## config.mk

```make
export PLATFORM = sky130hd
export DESIGN_NAME = dcache_repl_state
export DESIGN_NICKNAME = d
export VERILOG_FILES = /design/src/hdl/dcache_repl_state.sv
export SDC_FILE = /design/constraint.sdc
export NUM_CORES = 1
export LEC_CHECK = 0
export BUFFER_PORTS_ARGS = -buffer_cell sky130_fd_sc_hd__buf_2
export CORE_MARGIN = 10
export CORE_UTILIZATION = 55
export CTS_CLUSTER_SIZE = 8
export DETAILED_ROUTE_END_ITERATION = 8
export PLACE_DENSITY = 0.73
export SKIP_CTS_REPAIR_TIMING = 1
export SLEW_MARGIN = 5
export SYNTH_ARGS = -nofsm -noshare
export SYNTH_HDL_FRONTEND = slang
export SYNTH_SLANG_ARGS = --single-unit
```

## constraint.sdc

```tcl
create_clock -name clk -period 7.5 [get_ports clk]
set_clock_uncertainty 0.05 [all_clocks]
set_input_delay 1.5 -clock clk [delete_from_list [all_inputs] [get_ports clk]]
set_output_delay 1.5 -clock clk [all_outputs]
set_load 0.1 [all_outputs]
```

## src/hdl/dcache_repl_state.sv

```systemverilog
`timescale 1ns/1ps
`default_nettype none

module dcache_repl_state #(
    parameter  int NUM_SETS = 16,
    localparam int IDX_W    = $clog2(NUM_SETS)
) (
    input  logic             clk,
    input  logic             reset,
    input  logic [IDX_W-1:0] index_i,
    input  logic             touch_i,
    input  logic             touch_way_i,
    input  logic             set_dirty_i,
    input  logic             clean_i,
    input  logic             dirty_way_i,
    output logic             victim_way_o,
    output logic             victim_dirty_o
);

    logic [NUM_SETS-1:0]   lru;    // way to evict next
    logic [2*NUM_SETS-1:0] dirty;  // {set, way}

    always_ff @(posedge clk) begin
        if (reset) begin
            lru   <= '0;
            dirty <= '0;
        end else begin
            if (touch_i) begin
                lru[index_i] <= ~touch_way_i;
            end
            if (clean_i) begin
                dirty[{index_i, dirty_way_i}] <= 1'b0;
            end
            if (set_dirty_i) begin
                dirty[{index_i, dirty_way_i}] <= 1'b1;  // store on refill wins
            end
        end
    end

    assign victim_way_o   = lru[index_i];
    assign victim_dirty_o = dirty[{index_i, lru[index_i]}];

endmodule

`default_nettype wire

```

## Word-level counts from Yosys, hierarchy flattened

Index checks and enable logic that the tools add are counted.

| operators by class | value |
|---|---|
| multiplexer cells | 12 |
| order comparisons | 5 |
| reductions and logical operators | 2 |
| bitwise gates (word level) | 4 |

Operator list:

| operator | count |
|---|---|
| two-way mux 32 bit | 3 |
| bitwise AND 32 bit | 1 |
| NOT 32 bit | 1 |
| bitwise OR 32 bit | 1 |
| bitwise mux 16 bit | 1 |
| < comparator 5 x 6 -> 1 bit (second input constant) | 2 |
| binary-select mux 1 bit (select 5 bit) | 1 |
| demux 1 bit (select 5 bit) | 1 |
| greater-or-equal comparator 5 x 1 -> 1 bit (second input constant) | 1 |
| < comparator 4 x 5 -> 1 bit (second input constant) | 1 |
| binary-select mux 1 bit (select 4 bit) | 1 |
| demux 1 bit (select 4 bit) | 1 |
| greater-or-equal comparator 4 x 1 -> 1 bit (second input constant) | 1 |
| two-way mux 1 bit | 4 |
| logical AND 1 bit | 2 |
| NOT 1 bit | 1 |

| storage, ports and cells | value |
|---|---|
| register bits after elaboration | 48 |
| word-level logic and storage cells | 25 |
| input port bits | 11 |
| output and inout port bits | 2 |

## Depth between registers and ports, before layout

| logic depth | value |
|---|---|
| depth in word-level cells | 10 |
| mapped depth | 8 |
| gate-level depth less buffers | 6 |

## Least setup slack after synthesis

OpenSTA, ideal clock, no wires.

| timing path | value |
|---|---|
| kind | input to output |
| from | in index_i[2] |
| to | out victim_dirty_o |
| buffers on the path | 1 |
| data required time | 5.950 ns |
| setup slack | 0.325 ns |
| cell stages on the path | 7 |
| arrival time | 5.625 ns |
| cell sequence | buf_6 -> mux4_2 -> mux2i_4 -> a211oi_1 -> a211oi_1 -> a211oi_1 -> nor4_1 |

| between the ends | value |
|---|---|
| word-level cells in the longest chain between the ends | 4 |

RTL lines:

| item | line | RTL |
|---|---|---|
| start, declared | 10 | `input logic [IDX_W-1:0] index_i,` |
| binary-select mux 1 bit (select 4 bit) | 41 | `assign victim_dirty_o = dirty[{index_i, lru[index_i]}];` |
| two-way mux 1 bit (not written as such) | 41 |  |
| binary-select mux 1 bit (select 5 bit) (*) | 41 |  |
| two-way mux 1 bit (not written as such) (*) | 41 |  |
| end, declared | 17 | `output logic victim_dirty_o` |

Mark *: on every way between the ends. The rest lies on a longest branch, timed or not. The select of a mux whose other input is x is not followed.

## Final worst setup path

Ends and elaborated chain as after synthesis.

==> flow_summary.yaml <==
critical_path:
  slowest_delay_ns: 0.58
  startpoint_type: "input pin"
  crit_family: "multiplexers"
  path_cells: "buf_2 > mux4_2 > mux2i_4 > a211oi_1 > a211oi_1 > a211oi_1 > nor4_1 > buf_2"
  cp.required_ns: 5.95
  crit_arrival_ns: 3.89
  cp_num_buf_inv: 2
  crit_type: "input pin to output port"
  cp_max_fo: 17
  crit_path_end_kind: "output port"
  slowest_stage: "mux4_2"
  critPathMostFrequentCell: "a211oi_1"
logic_synthesis:
  synth_cell_types: 35
  post_synth.cell_area_avg_um2: 7.86
  ys_ff_latch: 48
  synth_most_common_cell: "dfxtp_1"
  synth_top_area_cell: "dfxtp_1"
  syn_inst: 307
  ys_dominant_reg_cell: "dfxtp_1"
  synth_sequential_area_ratio_pct: 39.8
  yosys_warnings: 0
  synthesis.nets: 318
  synth_edf_count: 0
  yosysTopAreaCellShare_pct: 39.8
  netlist_area_um2: 2410
  yosys-top-cells-count: "48 x dfxtp_1, 46 x nand2_1, 39 x nor2_1"
  async_flop_share_pct: 0
  synth.area.top_cells: "dfxtp_1 40%, o21ai_0 7.3%, nand2_1 7.2%"
job:
  cap_viol_max_count: 0
global_routing:
  grt_max_degree: 49
  grtUsageTotal_pct: 15.9
  grt_pass1_vias: 1990
  overflow: 0
  antenna_found_initial: 0
  grt_pass1_wl_mm: 9.67
clock_network:
  cts.path.max_buffers: 2
  numCtsBuffers: 5
  cts_tree: "done"
  clock-sinks: 48
  htree_levels: 2
  path_clk_slew_ns: 0.09
  clk_latency_ns: 0.30
  cts_root_buf: "clkbuf_8"
sta:
  rsz0062_at_grt: "false"
  timing.final.ws_setup_ns: 2.06
  finalSetupTns_ns: 0
  hold_violations: 0
  finalCritPeriodShare_pct: 72.5
  slew_violations: 0
  fin_crit_ns: 5.44
  setup_viol: 0
  worst_pin_slew_ns: 0.884
  max_freq_mhz: 184
  slew_headroom_pct: 41.1
detailed_routing:
  drt_iter0_markers: 223
  drcViolationCount: 0
  drt.antenna.violating_nets: 0
  wl_per_cell_um: 16.7
  vias: 2149
  viasPerCell: 6.00
  drt_first_pass_iters: 4
  wl_mm: 5.99
final_layout:
  nets: 316
  multi_input_comb_area_um2: 1350
  final_area_um2: 2550
  drive_gt1_share_pct: 9.15
  regArea_um2: 961
  layoutNonFillerInstCount: 358
  syn_to_final_growth_pct: 5.86
  fill_cells: 402
  diodes: 0
placement:
  post-place-ws_ns: 2.08
  placedInstanceArea_um2: 2450
  gp_congestion: 0.853
  dp_hpwl_mm: 3.88
  portBuffers: 12
  placed_cells: 350
die:
  die-area_um2: 7430
  initial_core_util_pct: 56.2
  fp.dieH_um: 86.2
  ios: 13
  core_um2: 4290
  num_rows: 24
  fp.dieW_um: 86.2
power_and_ir_drop:
  total_power_uw: 510
  irDropWorstVdd_v: 0.0000852
  leakage_nw: 0.847
  powerDensity_nw_per_um2: 200
run_status:
  outcome: "completed"
min_path:
  hold_path.class: "flop to flop"
==> flip-flops by register name, summed over array words and instances (netlist names) <==
signal	flops
dirty	32
lru	16
==> worst min-delay path, cell delays in order, from the launching register on <==
cell and delay [ns]:
dfxtp_1 0.31, o21ai_0 0.06, a21oi_1 0.06
==> cells by family (layout without fill, tap and decap cells) <==
logic type             Yosys count  count (layout)  synth area share (%)
buffers and inverters           24              23                  4.41
AOI/OAI and AO/OA               92              92                  21.7
muxes                           22              22                  10.8
DFF                             48              48                  39.8
and+or+nand+nor                121             121                  23.2
==> layout by cell type, fill, tap and decap left out, types with 2 or more instances in the layout <==
cell,instances
nor2b_1,3
mux2_2,2
nand4b_1,2
mux2i_1,17
a211oi_1,19
dfxtp_1,48
clkbuf_8,5
nand2_1,46
o21ai_0,35
buf_2,12
a21oi_1,32
nand3b_1,6
mux4_2,2
nand3_1,4
and2_1,3
or3b_2,2
nor2_1,39
and3_1,2
nand2b_1,7
inv_1,2
o211ai_1,3
==> per-layer routing <==
metal  vias up  routed length (um)  track usage [%]  part of all wire (%)
met4         0                  73             6.33                   1.2
met3         8                 387             3.38                   6.5
li1       1074                   -                -                     -
met1      1014                2780             21.1                    46
met2        53                2750             24.5                    46
met5         -                   0                0                     0
==> final timing paths <==
path	from	slack, ns	end	cells after the start
worst max-delay path	index_i[2]	2.06	victim_dirty_o	8
worst min-delay path	dirty[21]$_SDFF_PP0_	0.43	dirty[21]$_SDFF_PP0_	2
worst max register to register	lru[10]$_SDFFE_PP0P_	6.72	lru[10]$_SDFFE_PP0P_	2
worst min register to register	dirty[21]$_SDFF_PP0_	0.43	dirty[21]$_SDFF_PP0_	2
==> per-stage QoR <==
| step | util (%) | hold slack (ns) |
|---|---|---|
| final | 59.5 | 0.427 |
| after global routing | 59.5 | 0.444 |
| after CTS | 59.5 | 0.426 |
| after detailed placement | 57.0 | 0.416 |
| after global placement | 57.0 | 0.406 |
| after floorplan | - | 0.395 |
==> final cells by class <==
| class | count | share of cell area (%) |
|---|---|---|
| clock inverter | 2 | 1.37 |
| clock buffer | 6 | 2.84 |
| multi-input combinational | 235 | 52.7 |
| timing repair buffer | 13 | 2.65 |
| sequential | 48 | 37.6 |
| inverter | 2 | 0.294 |
| tap | 52 | 2.55 |
==> report_power, final <==
part | total [mW] | leakage (nW) | switching (mW) | internal [mW]
sequential | 0.261 | 0.388 | 0.00213 | 0.259
combinational | 0.0599 | 0.404 | 0.0434 | 0.0165
clock | 0.189 | 0.0552 | 0.0899 | 0.0991
total | 0.510 | 0.847 | 0.135 | 0.374
No activity file was read; power rests on OpenSTA's default activity.
