$ cat src/hdl/dcache_pkg.sv
`default_nettype none

package dcache_pkg;

    localparam int ADDR_W         = 32;
    localparam int DATA_W         = 32;
    localparam int STRB_W         = DATA_W / 8;
    localparam int WORDS_PER_LINE = 8;
    localparam int OFFSET_W       = 5;  // byte offset in a line
    localparam int BEAT_W         = 3;  // word index in a line

    typedef enum logic [2:0] {
        IDLE,
        LOOKUP,
        WRITEBACK,
        REFILL_REQ,
        REFILL,
        FILL_DONE
    } ctrl_state_e;

    typedef enum logic {
        OP_LOAD,
        OP_STORE
    } cpu_op_e;

endpackage

`default_nettype wire

$ cat src/hdl/dcache_ctrl.sv
`timescale 1ns/1ps
`default_nettype none

module dcache_ctrl #(
    parameter  int NUM_SETS = 16,
    localparam int IDX_W    = $clog2(NUM_SETS),
    localparam int TAG_W    = dcache_pkg::ADDR_W - dcache_pkg::OFFSET_W - IDX_W
) (
    input  logic                          clk,
    input  logic                          reset,
    input  logic                          req_valid_i,
    input  dcache_pkg::cpu_op_e           req_op_i,
    input  logic [dcache_pkg::ADDR_W-1:0] req_addr_i,
    input  logic [dcache_pkg::DATA_W-1:0] req_wdata_i,
    input  logic [dcache_pkg::STRB_W-1:0] req_wstrb_i,
    output logic                          req_ready_o,
    output logic                          rsp_valid_o,
    output logic [dcache_pkg::DATA_W-1:0] rsp_rdata_o,
    input  logic                          hit_i,
    input  logic                          hit_way_i,
    input  logic [dcache_pkg::DATA_W-1:0] hit_word_i,
    input  logic                          victim_way_i,
    input  logic                          victim_dirty_i,
    input  logic [TAG_W-1:0]              victim_tag_i,
    input  logic [dcache_pkg::DATA_W-1:0] victim_word_i,
    input  logic [dcache_pkg::BEAT_W-1:0] beat_i,
    input  logic                          last_beat_i,
    input  logic                          rd_credit_ok_i,
    input  logic                          wr_credit_ok_i,
    output logic                          xfer_start_o,
    output logic                          wr_beat_o,
    output logic                          rd_take_o,
    output logic                          mem_rd_req_o,
    output logic [dcache_pkg::ADDR_W-1:0] mem_rd_addr_o,
    input  logic                          mem_rdata_valid_i,
    input  logic [dcache_pkg::DATA_W-1:0] mem_rdata_i,
    output logic                          mem_wr_valid_o,
    output logic [dcache_pkg::ADDR_W-1:0] mem_wr_addr_o,
    output logic [dcache_pkg::DATA_W-1:0] mem_wr_data_o,
    output logic [IDX_W-1:0]              arr_rd_index_o,
    output logic [dcache_pkg::BEAT_W-1:0] arr_rd_word_o,
    output logic                          arr_wr_en_o,
    output logic                          arr_wr_way_o,
    output logic [IDX_W-1:0]              arr_wr_index_o,
    output logic [dcache_pkg::BEAT_W-1:0] arr_wr_word_o,
    output logic [dcache_pkg::DATA_W-1:0] arr_wr_data_o,
    output logic [dcache_pkg::STRB_W-1:0] arr_wr_strb_o,
    output logic                          tag_wr_en_o,
    output logic [TAG_W-1:0]              tag_wr_o,
    output logic                          repl_touch_o,
    output logic                          repl_set_dirty_o,
    output logic                          repl_clean_o
);
    import dcache_pkg::*;

    ctrl_state_e       state;
    ctrl_state_e       next_state;
    cpu_op_e           op_q;
    logic [ADDR_W-1:0] addr_q;
    logic [DATA_W-1:0] wdata_q;
    logic [DATA_W-1:0] rdata_q;
    logic [DATA_W-1:0] merge_mask;
    logic [STRB_W-1:0] wstrb_q;
    logic [IDX_W-1:0]  idx_q;
    logic [BEAT_W-1:0] word_q;
    logic              accept;
    logic              lookup_hit;
    logic              is_store;

    assign idx_q      = addr_q[OFFSET_W +: IDX_W];
    assign word_q     = addr_q[OFFSET_W-1:2];
    assign is_store   = (op_q == OP_STORE);
    assign lookup_hit = (state == LOOKUP) && hit_i;
    assign accept     = req_valid_i && req_ready_o;

    // only a load hit can overlap with the next request
    assign req_ready_o = (state == IDLE) || (lookup_hit && !is_store);

    always_ff @(posedge clk) begin
        if (reset) begin
            state <= IDLE;
        end else begin
            state <= next_state;
        end
    end

    always_ff @(posedge clk) begin
        if (accept) begin
            op_q    <= req_op_i;
            addr_q  <= req_addr_i;
            wdata_q <= req_wdata_i;
            wstrb_q <= req_wstrb_i;
        end
        if (state == REFILL && mem_rdata_valid_i && beat_i == word_q) begin
            rdata_q <= mem_rdata_i;  // requested word
        end
    end

    always_comb begin
        next_state = state;
        case (state)
            IDLE: begin
                if (accept) begin
                    next_state = LOOKUP;
                end
            end
            LOOKUP: begin
                if (hit_i) begin
                    next_state = accept ? LOOKUP : IDLE;
                end else if (victim_dirty_i) begin
                    next_state = WRITEBACK;
                end else begin
                    next_state = REFILL_REQ;
                end
            end
            WRITEBACK: begin
                if (wr_beat_o && last_beat_i) begin
                    next_state = REFILL_REQ;
                end
            end
            REFILL_REQ: begin
                if (mem_rd_req_o) begin
                    next_state = REFILL;
                end
            end
            REFILL: begin
                if (mem_rdata_valid_i && last_beat_i) begin
                    next_state = FILL_DONE;
                end
            end
            default: next_state = IDLE;
        endcase
    end

    assign xfer_start_o   = (state == LOOKUP && !hit_i && victim_dirty_i) || mem_rd_req_o;
    assign wr_beat_o      = (state == WRITEBACK) && wr_credit_ok_i;
    assign mem_wr_valid_o = wr_beat_o;
    assign mem_wr_addr_o  = {victim_tag_i, idx_q, OFFSET_W'(0)};
    assign mem_wr_data_o  = victim_word_i;
    assign mem_rd_req_o   = (state == REFILL_REQ) && rd_credit_ok_i;
    assign rd_take_o      = mem_rd_req_o;
    assign mem_rd_addr_o  = {addr_q[ADDR_W-1:OFFSET_W], OFFSET_W'(0)};

    assign arr_rd_index_o = accept ? req_addr_i[OFFSET_W +: IDX_W] : idx_q;
    // read one beat ahead so the victim word is ready when its credit is
    assign arr_rd_word_o  = accept ? req_addr_i[OFFSET_W-1:2] :
                            (state == WRITEBACK) ? beat_i + BEAT_W'(wr_beat_o) : '0;

    always_comb begin
        for (int b = 0; b < STRB_W; b++) begin
            merge_mask[8*b +: 8] = {8{wstrb_q[b]}};
        end
    end

    assign arr_wr_en_o    = (lookup_hit && is_store) || (state == REFILL && mem_rdata_valid_i);
    assign arr_wr_way_o   = (state == LOOKUP) ? hit_way_i : victim_way_i;
    assign arr_wr_index_o = idx_q;
    assign arr_wr_word_o  = (state == LOOKUP) ? word_q : beat_i;
    assign arr_wr_strb_o  = (state == LOOKUP) ? wstrb_q : '1;

    always_comb begin
        arr_wr_data_o = mem_rdata_i;
        if (state == LOOKUP) begin
            arr_wr_data_o = wdata_q;
        end else if (is_store && beat_i == word_q) begin
            arr_wr_data_o = (wdata_q & merge_mask) | (mem_rdata_i & ~merge_mask);
        end
    end

    assign tag_wr_en_o      = (state == FILL_DONE);
    assign tag_wr_o         = addr_q[ADDR_W-1 -: TAG_W];
    assign repl_touch_o     = lookup_hit || (state == FILL_DONE);
    assign repl_set_dirty_o = is_store && (lookup_hit || state == FILL_DONE);
    assign repl_clean_o     = (state == FILL_DONE);

    assign rsp_valid_o = lookup_hit || (state == FILL_DONE);
    assign rsp_rdata_o = (state == LOOKUP) ? hit_word_i : rdata_q;

endmodule

`default_nettype wire

$ cat config.mk
export PLATFORM = sky130hd
export DESIGN_NAME = dcache_ctrl
export DESIGN_NICKNAME = d
export VERILOG_FILES = /design/src/hdl/dcache_pkg.sv /design/src/hdl/dcache_ctrl.sv
export SDC_FILE = /design/constraint.sdc
export NUM_CORES = 1
export LEC_CHECK = 0
export ABC_CLOCK_PERIOD_IN_PS = 8800
export BUFFER_PORTS_ARGS = -buffer_cell sky130_fd_sc_hd__buf_2
export CAP_MARGIN = 0
export CORE_AREA = 2 2 163 165
export CTS_CLUSTER_DIAMETER = 60
export DETAILED_ROUTE_END_ITERATION = 10
export DIE_AREA = 0 0 165 167
export GPL_TIMING_DRIVEN = 1
export PLACE_DENSITY = 0.59
export SLEW_MARGIN = 20
export SYNTH_ARGS = -nofsm -noshare
export SYNTH_HDL_FRONTEND = slang
export SYNTH_SLANG_ARGS = --single-unit
$ cat constraint.sdc
create_clock -name clk -period 8.8 [get_ports clk]
set_input_delay 0.44 -clock clk [delete_from_list [all_inputs] [get_ports clk]]
set_output_delay 0.44 -clock clk [all_outputs]
set_load 0.05 [all_outputs]
; Yosys cells after proc, flatten, opt, wreduce, memory -nomap -nowiden
; Index checks and enable logic that the tools add are counted.
[totals]
latchBits = 0
rom_bits = 0
inputBits = 202
memories = 0
ramBits = 0
output_inout_bits = 214
regBits = 104
[op_classes]
mux = 17
mul = 0
div_mod_pow = 0
n_shift = 0
eq_ne = 10
n_bitwise = 4
magnitude_cmp = 0
n_addsub = 1
n_reduce_logical = 22
[ops]
columns = op, count
row1 = two-way mux 32 bit, 3
row2 = AND 32 bit, 2
row3 = NOT 32 bit, 1
row4 = bitwise OR 32 bit, 1
row5 = two-way mux 3 bit, 7
row6 = case mux 3 bit (5 select lines), 1
row7 = logical AND 1 bit, 14
row8 = two-way mux 4 bit, 2
row9 = == test 3 x 2 -> 1 bit (second input constant), 2
row10 = == test 3 bit (second input constant), 2
row11 = inequality test 2 bit (second input constant), 3
row12 = logical OR 1 bit, 4
row13 = AND reduction 4 bit, 1
row14 = adder 3 x 1 -> 3 bit, 1
row15 = == test 3 x 1 -> 1 bit (second input constant), 1
row16 = == test 3 bit, 1
row17 = zero test 3 bit, 1
row18 = two-way mux 1 bit, 3
row19 = zero test 1 bit, 2
row20 = two-way mux 2 bit, 1
row21 = inequality test 2 x 1 -> 1 bit (second input constant), 1

; Longest topological paths before layout
[depth]
depth_word = 8
mapped_depth = 8

; Worst setup path after synthesis
; OpenSTA, ideal clock, no wires.
[synth_path]
path_type = register to register
startpoint = reg addr_q[3]
endpoint = reg rdata_q[0] (enable)
t_arrival_ns = 3.940
slack_ns = 4.358
setup_time_ns = 0.501
t_required_ns = 8.299
n_path_buf = 0
stages_incl_launch_ff = 4
path_cell_list = edfxtp_1 xnor2_2 nand3_4 nor4_1
[synth_via]
elab_chain_len = 2
[synth_rtl]
columns = element, line
row1 = from (decl), dcache_ctrl.sv:59  ; logic [ADDR_W-1:0] addr_q;
row2 = from (signal assigned), dcache_ctrl.sv:90  ; addr_q <= req_addr_i;
row3 = == test 3 bit, dcache_ctrl.sv:94  ; if (state == REFILL && mem_rdata_valid_i && beat_i == word_q) begin
row4 = logical AND 1 bit, dcache_ctrl.sv:94
row5 = to (signal assigned), dcache_ctrl.sv:95  ; rdata_q <= mem_rdata_i;
row6 = to (decl), dcache_ctrl.sv:61  ; logic [DATA_W-1:0] rdata_q;
; Every way passes these cells.
; A chain may end at the register's enable or synchronous reset.

; Worst setup path in the final report
[layout_path]
startpoint = reg op_q, in the netlist is_store
endpoint = out arr_rd_word_o[2] (netlist bit)
[layout_via]
elab_chain_len = 5
[layout_rtl]
columns = element, line
row1 = from (decl), dcache_ctrl.sv:58  ; cpu_op_e op_q;
row2 = from (signal assigned), dcache_ctrl.sv:89  ; op_q <= req_op_i;
row3 = zero test 1 bit, dcache_ctrl.sv:77  ; assign req_ready_o = (state == IDLE) || (lookup_hit && !is_store);
row4 = logical AND 1 bit, dcache_ctrl.sv:77
row5 = logical OR 1 bit, dcache_ctrl.sv:77
row6 = logical AND 1 bit, dcache_ctrl.sv:74  ; assign accept = req_valid_i && req_ready_o;
row7 = two-way mux 3 bit, dcache_ctrl.sv:146  ; assign arr_rd_word_o = accept ? req_addr_i[OFFSET_W-1:2] :
row8 = to (decl), dcache_ctrl.sv:41  ; output logic [dcache_pkg::BEAT_W-1:0] arr_rd_word_o,
; Every way passes these cells.

==> run_results.csv <==
group,metric,value,unit
global_route,grt_overflow,0,
clocking,clk_latency,0.35,ns
worst_setup_path,crit_type,"flop to primary output",
worst_setup_path,crit_family,"buffers and inverters",
power_and_ir_drop,power_per_cell_area,225,mW/mm²
place,place_inst,879,
layout,final_cell_count_no_fill,897,
worst_setup_path,path_cells,"nand2b_1 > a211oi_2 > nand2_1 > clkinv_2 > buf_4 > a22o_1 > buf_2",
worst_setup_path,worstPathRequired,8.36,ns
global_route,grt_pass1_wl,20700,µm
timing,fmaxAchievable,0.280,GHz
clocking,cts_hold_buf,0,
clocking,cts_resized,0,
clocking,root_buffer,"clkbuf_16",
synthesis,synth-seq-cells,102,
die,die-area,0.0276,mm²
layout,drive_gt1_frac,0.707,
global_route,grt_max_degree,42,
drt,drt_iter0_markers,105,
synthesis,synth_area_per_cell,14.3,µm²
job,drv_cap,0,
die,core_region_area,0.0258,mm²
place,dp_hpwl,11800,µm
power_and_ir_drop,vdd_drop_max,0.0825,mV
layout,fill_cells,2749,
drt,wire_per_inst,17.3,µm
layout,seq_area,0.00303,mm²
timing,tns,0,ns
hold_path,hold_path.class,"input port to flop",
clocking,clock-sinks,102,
die,boundaryPins,416,
timing,max-slew-margin-rel,0.514,
worst_setup_path,critPathBufInv,3,
worst_setup_path,crit_slowest_cell,"buf_4",
worst_setup_path,crit_path_max_fanout,41,
global_route,antenna_found_initial,3,
die,rows,59,
clocking,clk_pin_slew_worst_paths,0.08,ns
timing,timing.final.crit_share,0.406,
die,die_w,165,µm
synthesis,synth_cell_types,40,
timing,hold_ws,0.255,ns
timing,slew_violations,0,
layout,area_growth,22.8,%
layout,mostFrequentLayoutCells,"buf_2, edfxtp_1, mux2_2",
synthesis,synth_cells,375,
drt,viasPerCell,3.80,
drt,dr_total_vias,3409,
clocking,htree_num_levels,3,
drt,drtAntennaViolNets,0,
synthesis,synth_area,0.00536,mm²
die,start_util,0.208,
place,io_buffers,293,
worst_setup_path,startpoint_type,"flop",
drt,wirelength,15500,µm
clocking,clk_path_buf_depth,2,
timing,setup_violations,0,
worst_setup_path,cp-end-kind,"primary output",
clocking,cts_buffers,9,
die,dieHeight,167,µm
global_route,grt.total_usage,0.107,
clocking,cts_tree,"built",
power_and_ir_drop,power.leakage,2.80,nW
timing,tightest_slew,0.728,ns
worst_setup_path,cp.arrival,3.13,ns
synthesis,synth_seq_area_share,0.566,
worst_setup_path,slowest_delay,0.56,ns
timing,finClkSkew,0.0147,ns
layout,final_common_cell,"buf_2",
global_route,grt_pass1_vias,3359,
timing,rsz0062_at_grt,"no",
timing,period_minus_slack,3.57,ns
layout,multiInputGateArea,0.00135,mm²
drt,drc,0,
status,status,"finished clean",
place,place.gp.congestion,0.725,
layout,fin_nets,759,
timing,finalHoldViolCount,0,
clocking,postCtsSetupRepairBufs,0,
synthesis,synth-warning-count,0,
drt,dr.pass1.iters,4,
## registers in the layout, indices dropped and copies added (netlist names)
signal	flops
rdata_q	32
addr_q	30
wdata_q	32
state	3
is_store	1
wstrb_q	4
## cell families after synthesis
kind of cell,count (synthesis),synth area share
muxes,72,0.157
xor gates and xnor gates,4,0.0107
AOI/OAI and AO/OA,16,0.0283
other,1,0.000700
buffers and inverters,138,0.190
DFF,102,0.566
adders and majority gates,2,0.00467
and+or+nand+nor,40,0.0430
## final cells by class
class	count	share of cell area
antenna	2	0.000761
timing repair buffer	295	0.225
multi-input combinational	144	0.205
inverter	3	0.00190
tap	335	0.0637
clock buffer	10	0.0348
clock inverter	6	0.00761
sequential	102	0.461
## cell usage after synthesis, drive strengths merged
cell type  number  area (µm²)
o21ai           5        70.1
mux2           72         841
ha              2        25.0
nand2b          6        47.5
dfxtp           3        60.1
nor3b           1        7.51
a211o           1        8.76
a22o            3        26.3
or3             4        25.0
edfxtp         99        2970
nor2b           1        6.26
xor2            1        8.76
a211oi          1        12.5
a21oi           4        20.0
nand2           9        33.8
nor4b           1        8.76
nor2            7        26.3
nand3           4        32.5
inv             3        11.3
a31oi           1        6.26
buf           132         995
xnor2           3        48.8
nor3            1        5.00
nor4            2        12.5
and2            2        12.5
clkbuf          3        11.3
o211ai          1        7.51
nand4           1        6.26
or2             1        6.26
conb            1        3.75
## metal layers
metal  GRT usage  wire, µm  up-vias
met1       0.107      5410     1590
met5           0         0        -
met3      0.0346      1370       40
met2       0.197      8190      206
met4      0.0507       529        0
li1            -         -     1573
## power breakdown
| group | switching, mW | internal (mW) | total (mW) |
|---|---|---|---|
| Sequential | 0.0168 | 0.570 | 0.587 |
| Clock | 0.202 | 0.198 | 0.399 |
| Combinational | 0.362 | 0.130 | 0.493 |
## per-stage QoR
| stage | setup slack [ns] | total power [mW] | utilization | instance area (µm²) |
|---|---|---|---|---|
| finish | 5.23 | 1.48 | 0.255 | 6580 |
| global route | 4.91 | 1.55 | 0.255 | 6570 |
| CTS | 5.09 | 1.52 | 0.255 | 6570 |
| detailed placement | 5.49 | 1.10 | 0.244 | 6290 |
| global placement | 5.49 | 1.10 | 0.244 | 6290 |
| floorplan | 4.36 | 1.08 | - | 5390 |
## final timing paths
check                           cells past startpoint               endpoint  slack (ns)                   from
worst min register to register                      2  state[1]$_SDFFE_PP0P_        0.68  state[1]$_SDFFE_PP0P_
worst max register to register                      5   addr_q[29]$_DFFE_PN_        6.14     is_store$_DFFE_PN_
worst max-delay path                                7       arr_rd_word_o[2]        5.23     is_store$_DFFE_PN_
worst min-delay path                                1    addr_q[9]$_DFFE_PN_        0.25          req_addr_i[9]
(Power assumes the default switching activity.)
