### src/hdl/dcache_pkg.sv
`default_nettype none

package dcache_pkg;

    localparam int ADDR_W         = 32;
    localparam int DATA_W         = 32;
    localparam int STRB_W         = DATA_W / 8;
    localparam int WORDS_PER_LINE = 8;
    localparam int OFFSET_W       = 5;  // byte offset in a line
    localparam int BEAT_W         = 3;  // word index in a line

    typedef enum logic [2:0] {
        IDLE,
        LOOKUP,
        WRITEBACK,
        REFILL_REQ,
        REFILL,
        FILL_DONE
    } ctrl_state_e;

    typedef enum logic {
        OP_LOAD,
        OP_STORE
    } cpu_op_e;

endpackage

`default_nettype wire

### src/hdl/dcache_xfer_counter.sv
`timescale 1ns/1ps
`default_nettype none

module dcache_xfer_counter #(
    parameter int RD_CREDITS = 1,
    parameter int WR_CREDITS = 4
) (
    input  logic                          clk,
    input  logic                          reset,
    input  logic                          xfer_start_i,
    input  logic                          beat_advance_i,  // refill beat received
    input  logic                          rd_take_i,
    input  logic                          rd_credit_i,
    input  logic                          wr_take_i,       // write-back beat sent
    input  logic                          wr_credit_i,
    output logic [dcache_pkg::BEAT_W-1:0] beat_o,
    output logic                          last_beat_o,
    output logic                          rd_credit_ok_o,
    output logic                          wr_credit_ok_o
);
    import dcache_pkg::*;

    localparam int RD_CW = $clog2(RD_CREDITS + 1);
    localparam int WR_CW = $clog2(WR_CREDITS + 1);

    logic [RD_CW-1:0] rd_cnt;
    logic [WR_CW-1:0] wr_cnt;

    always_ff @(posedge clk) begin
        if (reset) begin
            beat_o <= '0;
            rd_cnt <= RD_CW'(RD_CREDITS);
            wr_cnt <= WR_CW'(WR_CREDITS);
        end else begin
            if (xfer_start_i) begin
                beat_o <= '0;
            end else if (beat_advance_i || wr_take_i) begin
                beat_o <= beat_o + 1'b1;
            end
            case ({rd_take_i, rd_credit_i})
                2'b10:   rd_cnt <= rd_cnt - 1'b1;
                2'b01:   rd_cnt <= rd_cnt + 1'b1;
                default: rd_cnt <= rd_cnt;  // none or both
            endcase
            case ({wr_take_i, wr_credit_i})
                2'b10:   wr_cnt <= wr_cnt - 1'b1;
                2'b01:   wr_cnt <= wr_cnt + 1'b1;
                default: wr_cnt <= wr_cnt;
            endcase
        end
    end

    assign last_beat_o    = (beat_o == BEAT_W'(WORDS_PER_LINE - 1));
    assign rd_credit_ok_o = (rd_cnt != '0);
    assign wr_credit_ok_o = (wr_cnt != '0);

endmodule

`default_nettype wire

### config.mk
export PLATFORM = sky130hd
export DESIGN_NAME = dcache_xfer_counter
export DESIGN_NICKNAME = d
export VERILOG_FILES = /design/src/hdl/dcache_pkg.sv /design/src/hdl/dcache_xfer_counter.sv
export SDC_FILE = /design/constraint.sdc
export NUM_CORES = 1
export LEC_CHECK = 0
export CAP_MARGIN = 25
export CORE_AREA = 3 3 40 42
export CTS_BUF_LIST = sky130_fd_sc_hd__clkbuf_8
export DETAILED_ROUTE_END_ITERATION = 10
export DIE_AREA = 0 0 43 45
export DONT_BUFFER_PORTS = 1
export GPL_TIMING_DRIVEN = 0
export PLACE_DENSITY = 0.47
export SYNTH_ARGS = -nofsm -noshare
export SYNTH_HDL_FRONTEND = slang
export SYNTH_SLANG_ARGS = --single-unit
### constraint.sdc
create_clock -name clk -period 1.6 [get_ports clk]
set_clock_uncertainty 0.15 [all_clocks]
set_input_delay 0.24 -clock clk [delete_from_list [all_inputs] [get_ports clk]]
set_output_delay 0.24 -clock clk [all_outputs]
set_load 0.01 [all_outputs]
* After elaboration in Yosys (flattened, before gate mapping)
Index checks and enable logic that the tools add are counted.
** Storage, ports and cells
- Register bits after elaboration :: 7
- Input port bits :: 8
- Output and inout bits :: 6
- Logic and storage cells :: 20
** Operators by class
- $add $sub $neg :: 5
- Equality and inequality tests :: 5
- Muxes and demuxes :: 2
- Reductions and logical operators :: 5
** Operator list (count)
- $add A3 B1 Y3 const B :: 2
- $pmux W3 S2 :: 1
- $eq A2 B1 Y1 const B :: 2
- $eq A2 B2 Y1 const B :: 2
- $reduce_bool A2 Y1 :: 2
- $eq A3 B3 Y1 const B :: 1
- $reduce_bool A3 Y1 :: 1
- $sub A3 B1 Y3 const B :: 1
- $pmux W1 S2 :: 1
- $reduce_or A2 Y1 :: 1
- $add A1 B1 Y1 const B :: 1
- $logic_or A1 B1 Y1 :: 1
- $sub A1 B1 Y1 const B :: 1

* Logic depth before layout (Yosys ltp)
Gate-level depths: netlist (run 1).
- Word-level depth :: 2
- Gate-level depth with buffers :: 7
- Mapped depth without buffers :: 7

* Worst setup path before layout (run 1)
Ideal clock, no wire load.
- Kind :: input -> register
- Start :: input wr_take_i
- End :: register wr_cnt[2]
- Library setup time :: 0.127 ns
- Arrival :: 1.432 ns
- Required time :: 1.323 ns
- Path slack :: -0.109 ns
- Cell stages on the path :: 7
- Path buffers :: 0
- Cell sequence :: inv_1 -> ha_1 -> inv_1 -> fa_1 -> xor2_1 -> o21ai_1 -> or3b_1
** Between the ends
- Cells in the longest elaborated chain, start to end :: 2
- Elaborated cells on any way between the ends :: 4
- Those cells by class :: eq/ne (2); mux (1); reduce/logical (1)
** Ends and longest elaborated chain
- start, declared :: line dcache_xfer_counter.sv:14 : input logic wr_take_i,
- $eq A2 B1 Y1 or $eq A2 B2 Y1 (tied branches) :: line dcache_xfer_counter.sv:45 : case ({wr_take_i, wr_credit_i})
- $pmux W3 S2 or $reduce_bool A2 Y1 (tied branches)
- end signal, assigned :: line dcache_xfer_counter.sv:46 : 2'b10: wr_cnt <= wr_cnt - 1'b1;
- end signal, assigned :: line dcache_xfer_counter.sv:47 : 2'b01: wr_cnt <= wr_cnt + 1'b1;
- end signal, assigned :: line dcache_xfer_counter.sv:48 : default: wr_cnt <= wr_cnt;
- end, declared :: line dcache_xfer_counter.sv:27 : logic [WR_CW-1:0] wr_cnt;
Parallel ways exist; a longest one is shown, timed or not.
A chain may end at the register's enable or synchronous reset.

* Worst setup path in the final report (run 1)
- Start :: register wr_cnt[0]
- End :: register wr_cnt[2]
** Between the ends
- Cells in the longest elaborated chain, start to end :: 2
- Elaborated cells on any way between the ends :: 3
- Those cells by class :: add/sub (2); mux (1)
** Ends and longest elaborated chain
- start signal, assigned :: line dcache_xfer_counter.sv:33 : wr_cnt <= WR_CW'(WR_CREDITS);
- start signal, assigned :: line dcache_xfer_counter.sv:46
- start signal, assigned :: line dcache_xfer_counter.sv:47
- $add A3 B1 Y3 or $sub A3 B1 Y3 (tied branches) :: line dcache_xfer_counter.sv:47, dcache_xfer_counter.sv:46
- $pmux W3 S2 (*) :: line dcache_xfer_counter.sv:45
Mark *: on every way between the ends. The rest lies on a longest branch, timed or not.

==> metrics.md, run 1 <==
| Metric | Value |
|---|---|
| Status | complete, no violations |
| Commonest cells in the synthesized netlist | dfxtp_1 (7), nor3_1 (4), xor2_1 (4) |
| Worst EP required | approximately 1.5 ns |
| Num CTS Buffers | 3 |
| Final setup viols | 0 |
| Vias | 238 |
| Slew HR | 0.7981 |
| Pre-CTS setup slack | -0.1184 ns |
| Top sig layer | met3 |
| Worst VDD drop | around 400 uV |
| Initial core utilization | 0.2619 |
| Synth area leader | dfxtp_1 |
| Synth Area in Compound Gates | 0.01487 |
| Cell leakage power | ~0.0002 uW |
| Design internal power | between 400 and 500 uW |
| Root buf cell | clkbuf_8 |
| Htree depth | 1 |
| PwrDens | around 1200 mW/mm2 |
| Die Footprint | 0.001935 mm2 |
| Slew Limit Fails | 0 |
| All-Layer GR Usage | 0.06678 |
| Routed Antenna Nets | 0 |
| Period utilization | 0.9916 |
| Post-route design area | about 460 um2 |
| Crit start category | register |
| XOR/XNOR Fraction of Synth Area | 0.1301 |
| Metal1 wirelength | roughly 240 um |
| Max cap viols | 0 |
| Dominant synthesized flop cell | dfxtp_1 |
| Nets | 52 |
| Die Wd | 43 um |
| Vias per cell | between 4 and 5 |
| Critical R2R Launch | wr_cnt[0] |
| Synth Area in Simple Gates | 0.1561 |
| CTS tree | done |
| Number of port buffers | 0 |
| Mean post-synth cell area | 10.52 um2 |
| Area grow syn2layout | 37.92% |
| DRT Wirelength | slightly below 600 um |
| NetSw | 129.9 uW |
| Drt first pass iters | 1 |
| Rows | 13 |
| ANT cells | 0 |
| Sequential area share after synthesis | 0.4164 |
| DP Area | 382.9 um2 |
| Adder-Cell Fraction of Synth Area | 0.1710 |
| Avg WL per Cell | ~11 um |
| Antenna violations before repair | 0 |
| Drt first-iter violations | 0 |
| Min-delay src | rd_credit_i |
| Worst-path fanout max | 2 |
| Vias in the first global route | roughly 240 |
| Min Tclk post-route | around 1.6 ns |
| FF+latch count, synth | 7 |
| Largest family of logic cells by synthesized area | adder cells |
| Core area | around 0.0013 mm2 |
| DP Wirelength | between 500 and 600 um |
| Power, Total | 548.1 uW |
| Comb power frac | 0.183 |
| Setup TNS | 0 ns |
| Worst skew pair latency | ~0.22 ns |
| Final WS setup | between 0.01 and 0.015 ns |
| Share of cells above drive strength 1 | 0.2564 |
| Hold Violations, Final | 0 |
| Switching share of total power | 0.2370 |
| Worst Tran Pin Value | slightly above 0.3 ns |
| Mux cell area share after synthesis | 0.08922 |
| Most frequent cell after synthesis | dfxtp_1 |
| Gpl congestion | about 0.55 |
| DR WL met2 | 292 um |
| Min-delay worst type | input port to register |
| Arrival time worst endpoint | between 1.5 and 2 ns |
| CP Capture Type | register |
| R2R setup slack | roughly 0.013 ns |
| Synthesized area | approximately 340 um2 |
| Setup repair after global routing missed its margin | yes |
| Clk buf depth | 2 |
| Post-synth EDFFs | 0 |
| Net Count, Synth | between 40 and 50 |
| Ranking of synthesized cells by area | dfxtp_1 (42%), ha_1 (11%), xor2_1 (10%) |
| First-pass GRT wire length | around 940 um |
| Yosys top cell area share | 0.4164 |
| Drt drc | 0 |
| WL met3 | ~54 um |
| Largest net degree at the start of global routing | 8 |
| Overflow after GRT | 0 |
| Seq pwr share | 0.395 |
| CTS Sinks | 7 |
| Clock-pin slew on the worst setup and hold paths | around 0.04 ns |
| Mapped Cells | 32 |
| IO Pins | 14 |
| Fmax | roughly 0.63 GHz |
| Unique masters post-synth | 13 |
| Clock network power share | 0.423 |
| Crit path kind | register to register |
| Height of the die | between 40 and 50 um |
| Ys async rst share | 0 |
| Crit path from | wr_cnt[0] |
| Yosys warning total | 0 |
## per-stage QoR
step,std cells,hold slack (ns),utilization
after floorplan,32,0.1624,-
after global placement,47,0.1658,0.2980
after detailed placement,47,0.1653,0.2980
after CTS,54,0.1303,0.3612
after global routing,54,0.1468,0.3612
final,54,0.1317,0.3612
## what timing repair did
item | CTS | global route
endpoints found under the setup margin | 1 | 1
hold buffers | 2 | 0
hold endpoints to repair | 7 | 0
resized for setup | 2 | 0
setup buffers | 1 | 0
cloned | 0 | 0
pin swaps | 3 | 0
## cell usage in the layout (no fill, tap or decap), types with 2 or more instances in the layout
cell	instances
clkbuf_8	3
nor2_1	3
xor2_1	3
ha_1	2
dfxtp_1	6
nor3_1	4
mux2i_1	3
dlygate4sd3_1	2
## layer usage
layer	vias to the layer above	track usage
li1	119	-
met1	110	0.06796
met2	9	0.1168
met3	0	0.03984
met4	0	0.01807
met5	-	0
## critical path: stages (launching register included)
cell	delay, ns
dfxtp_2	0.32
fa_2	0.37
xor2_2	0.16
o21ai_1	0.10
or3b_1	0.36
## power groups by stage
| stage | Sequential [uW] | Combinational [uW] | Clock [uW] |
|---|---|---|---|
| after floorplan | 216 | 70.4 | 0 |
| after global placement | 219 | 78.7 | 0 |
| after detailed placement | 220 | 82.4 | 0 |
| after CTS | 217 | 102 | 240 |
| after global routing | 219 | 111 | 246 |
| final | 216 | 100 | 232 |
## registers in the layout, indices dropped and copies added, names as in the netlist
register and cells:
beat_o 3, wr_cnt 3, rd_credit_ok_o 1
## worst paths after layout
kind,end,depth (start not counted)
worst max-delay path,wr_cnt[2],4
worst min-delay path,rd_credit_ok_o,3
worst max register to register,wr_cnt[2],4
worst min register to register,wr_cnt[1],2
## cell families (layout without fill, tap and decap cells)
| logic type | count (synthesis) | in the layout |
|---|---|---|
| simple gates | 10 | 10 |
| flops | 7 | 7 |
| xor+xnor | 5 | 5 |
| fa+ha+maj | 4 | 4 |
| mux | 3 | 3 |
| buf+inv | 2 | 9 |
| compound gates | 1 | 1 |
## final cells by class
type | count | area (um2)
Clock buffer | 3 | 41.29
Clock inverter | 1 | 3.754
Fill cell | 137 | 820.8
Inverter | 2 | 20.02
Multi-Input combinational cell | 23 | 211.5
Sequential cell | 7 | 141.4
Tap cell | 15 | 18.77
Timing Repair Buffer | 3 | 27.53
Note: power is estimated with default switching activity, not from simulation.
==> inputs of run 2 (changes only) <==
==> constraint.sdc (replaced) <==
create_clock -name clk -period 1.6 [get_ports clk]
set_clock_uncertainty 0.15 [all_clocks]
set_input_delay 0.32 -clock clk [delete_from_list [all_inputs] [get_ports clk]]
set_output_delay 0.32 -clock clk [all_outputs]
set_load 0.01 [all_outputs]
==> run 2 against run 1 <==
  * Clock-buffer cell count did not move
  * Fmax barely moved
  * Register-to-register slack barely moved
  * Combinational power fell by 5%
  * Critical path depth did not move
  * Hold slack got worse by 0.12 ns
  * Critical path type unchanged
==> metrics.md, run 2 (synthesis results as in run 1) <==
| Metric | Value |
|---|---|
| Antenna violations before repair | 0 (unchanged) |
| Initial core utilization | 0.2619 (unchanged) |
| Crit path from | wr_cnt[0] |
| Critical path's slowest cell | fa_2 |
| DP Wirelength | 506.9 um (unchanged) |
| Avg WL per Cell | 10.87 um (-0.87%) |
| R2R setup slack | 0.01 ns (about the same) |
| Crit start category | register |
| Die Footprint | 0.001935 mm2 (unchanged) |
| Crit path cell chain | fa_2, xor2_2, o21ai_1, or3b_1 |
| Switching share of total power | 0.2334 (-0.003568) |
| Crit path kind | register to register |
| Drt first pass iters | 2 (+1) |
| Core area | 0.001285 mm2 (unchanged) |
| Final WS setup | 0.01401 ns (+0.0005578 ns) |
| Multi-input logic area | 211.5 um2 (unchanged) |
| Height of the die | 45 um (unchanged) |
| Gpl congestion | 0.5486 (unchanged) |
| Worst Tran Pin Value | 0.3010 ns (-0.0007564 ns) |
| Post-route design area | 451.7 um2 (-2.7%) |
| IO Pins | 14 (unchanged) |
| CP Capture Type | register |
| Min-delay worst type | input port to register |
| Number of port buffers | 0 (unchanged) |
| Overflow after GRT | 0 (unchanged) |
| Arrival time worst endpoint | 1.53 ns (about the same) |
| FF-to-FF path depth | 4 (unchanged) |
| Seq pwr share | 0.399 (+0.004) |
| Max cap viols | 0 (unchanged) |
| Setup repair after global routing missed its margin | yes |
| Routed Antenna Nets | 0 (unchanged) |
| DP Area | 382.9 um2 (unchanged) |
| CTS Sinks | 7 (unchanged) |
| Sequential cell area | 141.4 um2 (unchanged) |
| Clock-pin slew on the worst setup and hold paths | 0.04 ns (about the same) |
| Cell leakage power | 0.0001965 uW (-1.6%) |
| Setup crit end | wr_cnt[2] |
| Reg-to-Reg End | wr_cnt[2] |
| NetSw | 126.6 uW (-2.5%) |
| Design internal power | 415.9 uW (-0.54%) |
| Period utilization | 0.9912 (about the same) |
| Most common cell after layout, fill and taps aside | dfxtp_1 |
| Worst-path fanout max | 2 (unchanged) |
| Vias per cell | 4.396 (-0.25%) |
| Status | complete, no violations |
| First-pass GRT wire length | 917 um (-2.2%) |
| Worst EP required | 1.54 ns (about the same) |
| Root buf cell | clkbuf_8 |
| Vias in the first global route | 220 (-7.2%) |
| ANT cells | 0 (unchanged) |
| Crit-path max cell delay | 0.37 ns (about the same) |
| Largest net degree at the start of global routing | 8 (unchanged) |
| Final setup viols | 0 (unchanged) |
| Min Tclk post-route | 1.586 ns (-0.0005578 ns) |
| All-Layer GR Usage | 0.06511 (-0.001669) |
| DRT Wirelength | 576 um (-2.7%) |
| Clk buf depth | 2 (unchanged) |
| Rows | 13 (unchanged) |
| Die Wd | 43 um (unchanged) |
| PwrDens | 1201 mW/mm2 (+1.7%) |
| Worst VDD drop | 378.7 uV (-5.5%) |
| Most frequent cells in the layout | dfxtp_1 (6), nor3_1 (4) |
| Share of cells above drive strength 1 | 0.2895 (+0.03306) |
| Slew Limit Fails | 0 (unchanged) |
| Worst skew pair latency | 0.22 ns (about the same) |
| Hold Violations, Final | 0 (unchanged) |
| Critical R2R Launch | wr_cnt[0] |
| Layout filler cell count | 138 (+0.73%) |
| Pre-CTS setup slack | -0.1984 ns (-0.08000 ns) |
| Htree depth | 1 (unchanged) |
| Nets | 51 (-1.9%) |
| Clock network power share | 0.426 (+0.003) |
| Vias | 233 (-2.1%) |
| Comb power frac | 0.175 (-0.008) |
| Num CTS Buffers | 3 (unchanged) |
| Fmax | 0.6305 GHz (about the same) |
| Drt first-iter violations | 2 (+2) |
| Util after Layout | 0.3515 (-0.009737) |
| Slew HR | 0.7986 (about the same) |
| CTS tree | done |
| Area grow syn2layout | 34.20% |
| Power, Total | 542.6 uW (-1.0%) |
| Drt drc | 0 (unchanged) |
## run 2: cell types whose count changed in the layout (fill, tap and decap cells not counted)
cell	before	now
buf_4	1	2
dlygate4sd3_1	2	0
## run 2: per-stage QoR
stage,TNS [ns],hold WS (ns),cells
4_1_cts,0,0.01151,53
2_1_floorplan,-0.1205,0.2424,32
3_5_place_dp,-0.1984,0.2453,47
3_3_place_gp,-0.1483,0.2458,47
5_1_grt,-0.04437,0.01495,53
6_report,0,0.01415,53
## run 2: per-layer routing
| metal | wire length [um] | part of all wire | global-route usage | vias to the layer above |
|---|---|---|---|---|
| met2 | 264 | 0.46 | 0.1018 | 9 |
| met1 | 254 | 0.44 | 0.07282 | 107 |
| met3 | 57 | 0.099 | 0.04382 | 0 |
| li1 | - | - | - | 117 |
| met4 | 0 | 0 | 0.01807 | 0 |
| met5 | 0 | 0 | 0 | - |
## run 2: how the worst min path moves through the flow
stage	from	cells after the start	endpoint	slack, ns
global route	reset	1	wr_cnt[0]	0.01
global placement	reset	1	wr_cnt[0]	0.25
CTS	reset	1	wr_cnt[0]	0.01
floorplan	reset	1	wr_cnt[0]	0.24
detailed placement	reset	1	wr_cnt[1]	0.25
finish	reset	1	wr_cnt[0]	0.01
## run 2: area by class of cell
cell class              instances  area share
flip-flops and latches          7      0.3130
clock inverters                 1    0.008310
inverters                       2     0.04432
repair buffers                  2     0.03324
well taps                      15     0.04155
clock buffers                   3     0.09141
multi-input cells              23      0.4681
## run 2: critical path, delay by kind of cell (launching register included)
kind	cells	cell delay, ns
AO/OA/AOI/OAI	1	0.10
XOR/XNOR	1	0.16
AND/OR/NAND/NOR	1	0.36
adder cells (fa/ha/maj)	1	0.37
flip-flops	1	0.32
## run 2: power by group through the flow
stage / combinational [uW] / clock, uW / sequential, uW
3_3_place_gp: 78.7 / 0 / 219
6_report: 95.1 / 231 / 216
4_1_cts: 96.9 / 240 / 217
5_1_grt: 106 / 246 / 219
3_5_place_dp: 82.4 / 0 / 220
2_1_floorplan: 70.4 / 0 / 216
## run 2: what timing repair did
item,CTS,global route
resized for setup,2,0
buffers inserted,2,0
hold buffers,0,0
setup endpoints to repair,1,1
pin swaps,4,0
